--- config.mk ---
export PLATFORM = sky130hd
export DESIGN_NAME = hazard_unit
export DESIGN_NICKNAME = d
export VERILOG_FILES = /design/src/logic/cpu_pkg.sv /design/src/logic/pipe_track.sv /design/src/logic/fwd_select.sv /design/src/logic/load_hazard.sv /design/src/logic/stall_ctrl.sv /design/src/logic/hazard_unit.sv
export VERILOG_INCLUDE_DIRS = /design/src /design/src/logic
export SDC_FILE = /design/constraint.sdc
export NUM_CORES = 1
export LEC_CHECK = 0
export ABC_AREA = 1
export CAP_MARGIN = 20
export CORE_MARGIN = 2
export CORE_UTILIZATION = 55
export CTS_BUF_LIST = sky130_fd_sc_hd__clkbuf_4 sky130_fd_sc_hd__clkbuf_8 sky130_fd_sc_hd__clkbuf_16
export DETAILED_ROUTE_END_ITERATION = 7
export DONT_BUFFER_PORTS = 1
export PLACE_DENSITY = 0.7
export SLEW_MARGIN = 30
export SYNTH_ARGS = -nofsm -noshare
export SYNTH_HDL_FRONTEND = slang
export SYNTH_SLANG_ARGS = --single-unit
--- constraint.sdc ---
create_clock -name clk -period 2.3 [get_ports clk]
set_input_delay 0.115 -clock clk [delete_from_list [all_inputs] [get_ports clk]]
set_output_delay 0.115 -clock clk [all_outputs]
set_load 0.02 [all_outputs]
--- src/logic/cpu_macros.svh ---
// Width macros for the pipeline hazard controller
// Register address, opcode, memory operation and data word sizes
`ifndef CPU_MACROS_SVH
`define CPU_MACROS_SVH

// General purpose register file has 32 entries
`define REG_ADDR_W 5 // r0..r31

// Primary opcode field of the instruction word
`define OP_W 6

// Memory operation code carried down the pipe
// Top bit set marks a load, top two bits 01 mark a store
`define MEM_OP_W 4

// Datapath word, registers and memory data
`define WORD_W 32

`endif

--- src/logic/cpu_pkg.sv ---
// Shared types for the hazard controller
// Register, opcode, mem-op and bypass select types, class helpers
`include "cpu_macros.svh"

package cpu_pkg;

    // Register number, one of 32 GPRs of `WORD_W bits each
    typedef logic [`REG_ADDR_W-1:0] reg_addr_t;
    typedef logic [`OP_W-1:0]       opcode_t;   // Primary opcode
    typedef logic [`MEM_OP_W-1:0]   mem_op_t;   // Memory operation

    // Bypass source for an ID operand
    typedef enum logic [1:0] {
        FWD_NONE = 2'b00, // Value from register file
        FWD_EX   = 2'b01, // Result of instruction in EX
        FWD_MEM  = 2'b10  // Result of instruction in MEM
    } fwd_ctrl_e;

    localparam opcode_t OP_ST = 6'h2b; // Word store

    // Mem-op class tags in the upper bits
    localparam logic       MEM_CLASS_LOAD  = 1'b1;  // 1xxx
    localparam logic [1:0] MEM_CLASS_STORE = 2'b01; // 01xx

    // Load when the top bit is set
    function automatic logic is_load(input mem_op_t mop);
        return mop[`MEM_OP_W-1] == MEM_CLASS_LOAD;
    endfunction

    // Store when the top two bits read 01
    function automatic logic is_store(input mem_op_t mop);
        return mop[`MEM_OP_W-1 -: 2] == MEM_CLASS_STORE;
    endfunction

endpackage

--- src/logic/pipe_track.sv ---
// Controller copy of the ID/EX and EX/MEM pipeline registers
// Only the fields needed for hazard and bypass decisions
`timescale 1ns/1ps

module pipe_track (
    input  logic               clk,
    input  logic               reset,
    input  logic               advance,    // Pipe moves this edge
    input  logic               bubble,     // Insert empty slot into EX
    input  logic               id_valid,
    input  cpu_pkg::reg_addr_t dst_addr,   // ID destination
    input  cpu_pkg::reg_addr_t ra_addr,
    input  cpu_pkg::reg_addr_t rb_addr,
    input  logic               gpr_we,
    input  cpu_pkg::mem_op_t   mem_op,
    output logic               ex_valid,
    output logic               ex_gpr_we,
    output cpu_pkg::reg_addr_t ex_dst,
    output cpu_pkg::reg_addr_t ex_ra_addr, // Kept for store data bypass
    output cpu_pkg::reg_addr_t ex_rb_addr,
    output cpu_pkg::mem_op_t   ex_mem_op,
    output logic               mem_valid,
    output logic               mem_gpr_we,
    output cpu_pkg::reg_addr_t mem_dst,
    output cpu_pkg::mem_op_t   mem_mem_op
);

    // Valid bits, the only control state here
    always_ff @(posedge clk) begin
        if (reset) begin
            ex_valid  <= 1'b0;
            mem_valid <= 1'b0;
        end else if (advance) begin
            ex_valid  <= id_valid & ~bubble; // Flushed slot enters empty
            mem_valid <= ex_valid;
        end
    end

    // ID to EX fields, frozen while stalled
    always_ff @(posedge clk) begin
        if (advance) begin
            ex_gpr_we  <= gpr_we;
            ex_dst     <= dst_addr;
            ex_ra_addr <= ra_addr;
            ex_rb_addr <= rb_addr;
            ex_mem_op  <= mem_op;
        end
    end

    // EX to MEM fields
    always_ff @(posedge clk) begin
        if (advance) begin
            mem_gpr_we <= ex_gpr_we;
            mem_dst    <= ex_dst;
            mem_mem_op <= ex_mem_op;
        end
    end

endmodule

--- src/logic/fwd_select.sv ---
// Bypass source selection for ID operands and store data in EX
// EX result wins over MEM result, r0 is never bypassed
`timescale 1ns/1ps

module fwd_select (
    input  logic [1:0]          src_reg_used, // Bit 0 ra, bit 1 rb
    input  cpu_pkg::reg_addr_t  ra_addr,
    input  cpu_pkg::reg_addr_t  rb_addr,
    input  logic                ex_valid,
    input  logic                ex_gpr_we,
    input  cpu_pkg::reg_addr_t  ex_dst,
    input  cpu_pkg::reg_addr_t  ex_ra_addr,
    input  cpu_pkg::reg_addr_t  ex_rb_addr,
    input  cpu_pkg::mem_op_t    ex_mem_op,
    input  logic                mem_valid,
    input  logic                mem_gpr_we,
    input  cpu_pkg::reg_addr_t  mem_dst,
    input  cpu_pkg::mem_op_t    mem_mem_op,
    output cpu_pkg::fwd_ctrl_e  ra_fwd_raw,   // Before load-use gating
    output cpu_pkg::fwd_ctrl_e  rb_fwd_raw,
    output logic                ex_ra_fwd_en, // Store data from MEM load
    output logic                ex_rb_fwd_en
);

    logic ex_wr;    // EX will write a GPR
    logic mem_wr;   // MEM will write a GPR
    logic mem_load; // Loaded data sits in MEM
    logic ex_store; // Store waiting for its data in EX

    // Priority pick for one operand
    function automatic cpu_pkg::fwd_ctrl_e pick_src(
        input logic               used,
        input cpu_pkg::reg_addr_t src,
        input logic               wr_e,
        input cpu_pkg::reg_addr_t dst_e,
        input logic               wr_m,
        input cpu_pkg::reg_addr_t dst_m
    );
        logic live;
        live = used && (src != '0); // r0 reads as zero
        if (live && wr_e && (src == dst_e)) begin
            return cpu_pkg::FWD_EX;
        end else if (live && wr_m && (src == dst_m)) begin
            return cpu_pkg::FWD_MEM;
        end
        return cpu_pkg::FWD_NONE;
    endfunction

    assign ex_wr  = ex_valid & ex_gpr_we;
    assign mem_wr = mem_valid & mem_gpr_we;

    assign ra_fwd_raw = pick_src(src_reg_used[0], ra_addr, ex_wr, ex_dst, mem_wr, mem_dst);
    assign rb_fwd_raw = pick_src(src_reg_used[1], rb_addr, ex_wr, ex_dst, mem_wr, mem_dst);

    assign mem_load = mem_wr & cpu_pkg::is_load(mem_mem_op);
    assign ex_store = cpu_pkg::is_store(ex_mem_op);

    // Load in MEM feeding the store in EX
    assign ex_ra_fwd_en = mem_load && ex_store &&
                          (ex_ra_addr != '0) && (ex_ra_addr == mem_dst);
    assign ex_rb_fwd_en = mem_load && ex_store &&
                          (ex_rb_addr != '0) && (ex_rb_addr == mem_dst);

endmodule

--- src/logic/load_hazard.sv ---
// Load-use detection between ID and a load in EX
`timescale 1ns/1ps

module load_hazard (
    input  logic                id_valid,
    input  cpu_pkg::opcode_t    op,           // ID opcode
    input  cpu_pkg::reg_addr_t  ra_addr,
    input  cpu_pkg::reg_addr_t  rb_addr,
    input  logic [1:0]          src_reg_used,
    input  logic                ex_valid,
    input  logic                ex_gpr_we,
    input  cpu_pkg::reg_addr_t  ex_dst,
    input  cpu_pkg::mem_op_t    ex_mem_op,
    output logic                ld_hazard     // Hold ID one cycle
);

    logic ex_load; // Real load to a nonzero register in EX
    logic is_st;   // ID instruction is a store
    logic ra_hit;
    logic rb_hit;

    assign ex_load = ex_valid && ex_gpr_we && cpu_pkg::is_load(ex_mem_op) &&
                     (ex_dst != '0);
    assign is_st   = (op == cpu_pkg::OP_ST);

    assign ra_hit = src_reg_used[0] && (ra_addr == ex_dst);

    // Store data operand gets the load value in EX, no stall needed
    assign rb_hit = src_reg_used[1] && (rb_addr == ex_dst) && !is_st;

    assign ld_hazard = id_valid && ex_load && (ra_hit || rb_hit);

endmodule

--- src/logic/stall_ctrl.sv ---
// Per-stage stall and flush strobes, tracker advance and bubble
// Bypass selects are dropped for an instruction held by load-use
`timescale 1ns/1ps

module stall_ctrl (
    input  logic                if_busy,     // Fetch miss
    input  logic                mem_busy,    // Data miss
    input  logic                br_taken,
    input  logic                ld_hazard,
    input  logic                id_valid,
    input  cpu_pkg::fwd_ctrl_e  ra_fwd_raw,
    input  cpu_pkg::fwd_ctrl_e  rb_fwd_raw,
    output logic                if_stall,
    output logic                id_stall,
    output logic                ex_stall,
    output logic                mem_stall,
    output logic                id_flush,
    output logic                advance,     // Tracker shifts
    output logic                bubble,      // Empty slot into EX
    output cpu_pkg::fwd_ctrl_e  ra_fwd_ctrl,
    output cpu_pkg::fwd_ctrl_e  rb_fwd_ctrl
);

    logic stall; // Any cache miss freezes the whole pipe

    assign stall = if_busy | mem_busy;

    assign if_stall  = stall | ld_hazard; // Refetch nothing while ID waits
    assign id_stall  = stall;
    assign ex_stall  = stall;
    assign mem_stall = stall;

    // Kill ID on a taken branch or a held load consumer
    assign id_flush = ld_hazard | br_taken;

    assign advance = ~stall;
    assign bubble  = id_flush | ~id_valid;

    // Held instruction is not issued this cycle
    assign ra_fwd_ctrl = ld_hazard ? cpu_pkg::FWD_NONE : ra_fwd_raw;
    assign rb_fwd_ctrl = ld_hazard ? cpu_pkg::FWD_NONE : rb_fwd_raw;

endmodule

--- src/logic/hazard_unit.sv ---
// Hazard and forwarding controller for the five-stage pipe
// Tracker, bypass select, load-use check and stall combiner
`timescale 1ns/1ps

module hazard_unit (
    input  logic                clk,
    input  logic                reset,
    input  logic                if_busy,
    input  logic                mem_busy,
    input  logic                br_taken,
    input  logic                id_valid,     // ID record present
    input  cpu_pkg::opcode_t    op,
    input  cpu_pkg::reg_addr_t  ra_addr,
    input  cpu_pkg::reg_addr_t  rb_addr,
    input  logic [1:0]          src_reg_used,
    input  cpu_pkg::reg_addr_t  dst_addr,
    input  logic                gpr_we,       // Active high
    input  cpu_pkg::mem_op_t    mem_op,
    output logic                if_stall,
    output logic                id_stall,
    output logic                ex_stall,
    output logic                mem_stall,
    output logic                id_flush,
    output cpu_pkg::fwd_ctrl_e  ra_fwd_ctrl,
    output cpu_pkg::fwd_ctrl_e  rb_fwd_ctrl,
    output logic                ex_ra_fwd_en,
    output logic                ex_rb_fwd_en
);

    // Tracked EX record
    logic               ex_valid;
    logic               ex_gpr_we;
    cpu_pkg::reg_addr_t ex_dst;
    cpu_pkg::reg_addr_t ex_ra_addr;
    cpu_pkg::reg_addr_t ex_rb_addr;
    cpu_pkg::mem_op_t   ex_mem_op;

    // Tracked MEM record
    logic               mem_valid;
    logic               mem_gpr_we;
    cpu_pkg::reg_addr_t mem_dst;
    cpu_pkg::mem_op_t   mem_mem_op;

    logic               advance;
    logic               bubble;
    logic               ld_hazard;
    cpu_pkg::fwd_ctrl_e ra_fwd_raw;   // Ungated selects
    cpu_pkg::fwd_ctrl_e rb_fwd_raw;

    pipe_track i_track (
        .clk(clk), .reset(reset), .advance(advance), .bubble(bubble),
        .id_valid(id_valid), .dst_addr(dst_addr), .ra_addr(ra_addr),
        .rb_addr(rb_addr), .gpr_we(gpr_we), .mem_op(mem_op),
        .ex_valid(ex_valid), .ex_gpr_we(ex_gpr_we), .ex_dst(ex_dst),
        .ex_ra_addr(ex_ra_addr), .ex_rb_addr(ex_rb_addr), .ex_mem_op(ex_mem_op),
        .mem_valid(mem_valid), .mem_gpr_we(mem_gpr_we), .mem_dst(mem_dst),
        .mem_mem_op(mem_mem_op)
    );

    fwd_select i_fwd (
        .src_reg_used(src_reg_used), .ra_addr(ra_addr), .rb_addr(rb_addr),
        .ex_valid(ex_valid), .ex_gpr_we(ex_gpr_we), .ex_dst(ex_dst),
        .ex_ra_addr(ex_ra_addr), .ex_rb_addr(ex_rb_addr), .ex_mem_op(ex_mem_op),
        .mem_valid(mem_valid), .mem_gpr_we(mem_gpr_we), .mem_dst(mem_dst),
        .mem_mem_op(mem_mem_op), .ra_fwd_raw(ra_fwd_raw), .rb_fwd_raw(rb_fwd_raw),
        .ex_ra_fwd_en(ex_ra_fwd_en), .ex_rb_fwd_en(ex_rb_fwd_en)
    );

    load_hazard i_ld_hz (
        .id_valid(id_valid), .op(op), .ra_addr(ra_addr), .rb_addr(rb_addr),
        .src_reg_used(src_reg_used), .ex_valid(ex_valid), .ex_gpr_we(ex_gpr_we),
        .ex_dst(ex_dst), .ex_mem_op(ex_mem_op), .ld_hazard(ld_hazard)
    );

    stall_ctrl i_stall (
        .if_busy(if_busy), .mem_busy(mem_busy), .br_taken(br_taken),
        .ld_hazard(ld_hazard), .id_valid(id_valid),
        .ra_fwd_raw(ra_fwd_raw), .rb_fwd_raw(rb_fwd_raw),
        .if_stall(if_stall), .id_stall(id_stall), .ex_stall(ex_stall),
        .mem_stall(mem_stall), .id_flush(id_flush), .advance(advance),
        .bubble(bubble), .ra_fwd_ctrl(ra_fwd_ctrl), .rb_fwd_ctrl(rb_fwd_ctrl)
    );

endmodule

Word-level counts from Yosys, hierarchy flattened --
Cells that the tools add are included.
Word-level totals: register bits after elaboration 32, input port bits 34, output and inout bits 11, logic and storage cells 70
Cells by class: equality and inequality tests 8, muxes and demuxes 12, bitwise logic cells 10, reductions and logical operators 30
Operators with widths (number):
- $eq A5 B5 Y1 | 6
- $reduce_bool A5 Y1 | 5
- $logic_and A1 B1 Y1 | 23
- $mux W2 | 8
- $eq A6 B6 Y1 const B | 1
- $and A1 B1 Y1 | 4
- $mux W1 | 4
- $or A1 B1 Y1 | 4
- $eq A2 B1 Y1 const B | 1
- $not A1 Y1 | 2
- $logic_not A1 Y1 | 1
- $logic_or A1 B1 Y1 | 1

Longest topological paths before layout --
depth after elaboration 9, gate-level depth with buffers 10, depth with buffers taken out 10

By module --
From an unflattened synthesis, not the netlist that was laid out.
Second synthesis, totals: cell total of the unflattened synthesis 257, area, all modules 1910.6 um^2
By module, submodules not included:
- pipe_track | instances 1, cells an instance 41, area each 982.2 um^2, seq. area each 940.9 um^2
- fwd_select | instances 1, cells an instance 135, area each 594.3 um^2, seq. area each 0.0 um^2
- load_hazard | instances 1, cells an instance 64, area each 257.7 um^2, seq. area each 0.0 um^2
- stall_ctrl | instances 1, cells an instance 17, area each 76.3 um^2, seq. area each 0.0 um^2

Worst setup path before layout --
Ideal clock, no wire load.
kind in2out, from input mem_busy, to output id_stall, data arrival time 2070 ps, data required time 2185 ps, slack 115 ps, stages 3, path buffers 1, cells stage by stage nor2_1 -> inv_1 -> buf_4
Between the ends: cells in the longest elaborated chain, start to end 1
RTL lines:
- from (decl) | line hazard_unit.sv:9 | input logic mem_busy,
- $or A1 B1 Y1 | line stall_ctrl.sv:26 | assign stall = if_busy | mem_busy;
- to (decl) | line hazard_unit.sv:20 | output logic id_stall,
No other way between the ends.

Final worst setup path --
from register i_track.ex_dst[2], to output ra_fwd_ctrl[0]
Between the ends: cells in the longest elaborated chain, start to end 6
RTL lines:
- from (decl) | line pipe_track.sv:18 | output cpu_pkg::reg_addr_t ex_dst,
- from (signal assigned) | line pipe_track.sv:43 | ex_dst <= dst_addr;
- $eq A5 B5 Y1 | line load_hazard.sv:29 | assign rb_hit = src_reg_used[1] && (rb_addr == ex_dst) && !is_st;
- $logic_and A1 B1 Y1 (2 in a row) | line load_hazard.sv:29
- $logic_or A1 B1 Y1 | line load_hazard.sv:31 | assign ld_hazard = id_valid && ex_load && (ra_hit || rb_hit);
- $logic_and A1 B1 Y1 | line load_hazard.sv:31
- $mux W2 (*) | line stall_ctrl.sv:40 | assign ra_fwd_ctrl = ld_hazard ? cpu_pkg::FWD_NONE : ra_fwd_raw;
- to (decl) | line hazard_unit.sv:24 | output cpu_pkg::fwd_ctrl_e ra_fwd_ctrl,
Every way passes the cells marked *; elsewhere a longest branch is shown, timed or not.

==> run summary <==
crit path launch type: flip-flop
drt drc: 0
Initial Util: 58.2%
Final period util: 86.5%
P_leak: 0.707 nW
FFs w/ async S/R, synth: 0%
Final Wtd Congestion: 0.874
setup bufs post-CTS: 0
most frequent cell after synthesis: nand2_1
Tmin final: 1.99 ns
fin nets: 217
Final TNS setup: 0 ns
sequential area share after synthesis: 54.9%
end of the critical path: ra_fwd_ctrl[0]
start of the worst register-to-register path: i_track.ex_dst[1]
CTS tree: done
Worst Skew: 0.00659 ns
first-pass GRT wire length: 4690 um
total of max-cap violations: 0
Most common cell on crit path: nor3_1
top cells by instance count after synthesis: nand2_1, nor2_1, edfxtp_1
TritonCTS Buffers: 3
full die area: 0.00305 sq mm
worst relative slew slack: 55.7%
vias in the first global route: 1122
reg-to-reg endpoint: i_track.ex_valid
Final Hold Violating Endpoints: 0
layout cells sized above 1: 5.49%
post-synth top area share: 52.1%
clock sinks: 27
CTS Buffer Depth: 2
clk slew on worst S/H paths: 0.14 ns
Yosys reg bits: 27
core area: 0.00248 sq mm
Critical Path Fanout Max: 5
final wirelength: 3030 um
Max Freq: 0.503 GHz
critical-path cell list: nor3_1 > nand3_1 > nand4_1 > inv_1 > nand2_2 > inv_2 > nor3_1
Die W: 55.2 um
slowest CP cell: nor3_1
peak supply drop: 485 uV
R2R Setup Slk: 0.93 ns
RSZ-0062 raised after global routing: no
post-synth top area cell: edfxtp_1
clock root buffer master: clkbuf_4
Total GRT Usage: 21.8%
largest net degree at the start of global routing: 20
synthesized area: 0.00144 sq mm
IO Port Bufs: 0
CP endpoint kind: output port
crit path launch: i_track.ex_dst[2]
endpoints failing setup: 0
initial antenna violation count: 0
Synth warnings: 0
CP required: 2.18 ns
Post-synth EDFFs: 25
area delta synth->final: 18.7%
overall power: 0.000910 W
Site Rows: 18
outcome: finished, final reports clean
Detail Route Antenna Nets: 0
num ports: 45
WS Path Type: flip-flop to output port
Arrival @ worst endpoint: 1.87 ns
Post-Syn Nets: 192
WP buf/inv: 2
GRT Residual Overflow: 0
wire per inst: 14.3 um
Diodes inserted: 0
Skew-Pair Late Insertion Delay: 0.31 ns
worst-margin pin slew: 0.659 ns
CTS HTree Levels: 1
post-synthesis cell type count: 25
Synth Flop Type: edfxtp_1
Synth Area per Inst: 9.12 sq um
Area contributors post-synth: edfxtp_1, nand2_1, nor2_1
Post-Syn Instances: 158
DP Area: 0.00148 sq mm
crit-path max cell delay: 0.51 ns
vias per cell: 5.54
Pre-antenna DRT Iters: 4
DRT iter0 DRCs: 34
WP depth: 7
R2R cell count: 10
HP Class: input pin to flip-flop
crit-path leading delay family: simple AND/OR/NAND/NOR gates
Die H: 55.2 um
Power Density: 532 mW/mm^2
Max Slew Vio Count: 0
Detailed Place HPWL: 2200 um
DR vias: 1174
final instance area: 0.00171 sq mm
==> power breakdown <==
part	total, W	internal, W	switching, W	leakage [nW]
Clock	0.000208	0.0000794	0.000128	0.0184
Combinational	0.000114	0.0000553	0.0000590	0.438
Sequential	0.000588	0.000567	0.0000210	0.251
==> worst register-to-register path, cell delays in order (launching register included) <==
cell and delay (ns):
edfxtp_1 0.48, inv_1 0.11, nand2_1 0.06, nand2_1 0.05, nand2_1 0.04, nor2_1 0.18, nand3_2 0.09, nand2_1 0.08
nand2_2 0.06, nand3_1 0.07, a21oi_1 0.06
==> metal layers <==
metal | track usage, % | wire (um) | share of wire, % | up-vias
li1 | - | - | - | 578
met1 | 26.3 | 1280 | 42 | 542
met2 | 40.1 | 1540 | 51 | 52
met3 | 4.30 | 201 | 6.6 | 2
met4 | 4.88 | 6 | 0.20 | 0
met5 | 0 | 0 | 0 | -
==> flip-flops by register name, summed over array words and instances, names as in the netlist <==
name / cells
i_track.ex_mem_op: 2
i_track.mem_gpr_we: 1
i_track.ex_dst: 5
i_track.mem_mem_op: 1
i_track.mem_valid: 1
i_track.mem_dst: 5
i_track.ex_ra_addr: 5
i_track.ex_rb_addr: 5
i_track.ex_gpr_we: 1
i_track.ex_valid: 1
==> cell usage in the layout, fill, tap and decap left out, types with 2 or more instances in the layout <==
| cell | n |
|---|---|
| dfxtp_1 | 2 |
| edfxtp_1 | 25 |
| clkbuf_4 | 4 |
| nor3_1 | 3 |
| xnor2_1 | 4 |
| a211oi_1 | 2 |
| nor2_1 | 25 |
| nand3_1 | 9 |
| xor2_1 | 9 |
| a21oi_1 | 6 |
| inv_1 | 22 |
| o22ai_1 | 3 |
| nand4_1 | 4 |
| nand2_1 | 29 |
| dlygate4sd3_1 | 20 |
| o21ai_0 | 2 |
| buf_4 | 2 |
==> how the worst min path moves through the flow <==
stage                         from                end  cells past startpoint
after floorplan              reset   i_track.ex_valid                      1
after global placement       reset  i_track.mem_valid                      1
after detailed placement     reset  i_track.mem_valid                      1
after CTS                 id_valid   i_track.ex_valid                      4
after global routing      id_valid   i_track.ex_valid                      4
final                     id_valid   i_track.ex_valid                      4
==> layout make-up <==
type,instances,area [sq um]
timing repair buffer,22,215
fill,216,766
inverter,23,86.3
clock buffer,4,30.0
multi-input combinational,106,552
sequential,27,791
tap,30,37.5
==> kinds of logic (layout without fill, tap and decap cells) <==
logic type	count (synthesis)	after routing	synth area share, %
buf+inv	25	49	7.03
compound gates	18	18	7.90
xor+xnor	13	13	7.90
simple gates	75	75	22.3
flops	27	27	54.9
==> timing repair <==
item                                   4_1_cts  5_1_grt
hold buffers                                20        0
resized for setup                            0        0
endpoints found under the hold margin       20        0
setup endpoints to repair                    0        0
==> per-stage QoR <==
step	utilization (%)	cells	hold WS [ns]	setup slack, ns
floorplan	-	158	0.184	0.115
global placement	59.8	188	0.184	0.691
detailed placement	59.8	188	0.187	0.655
CTS	69.1	212	0.0115	0.290
global route	69.1	212	0.0453	0.141
finish	69.1	212	0.0323	0.310
Note: power is estimated with default switching activity, not from simulation.
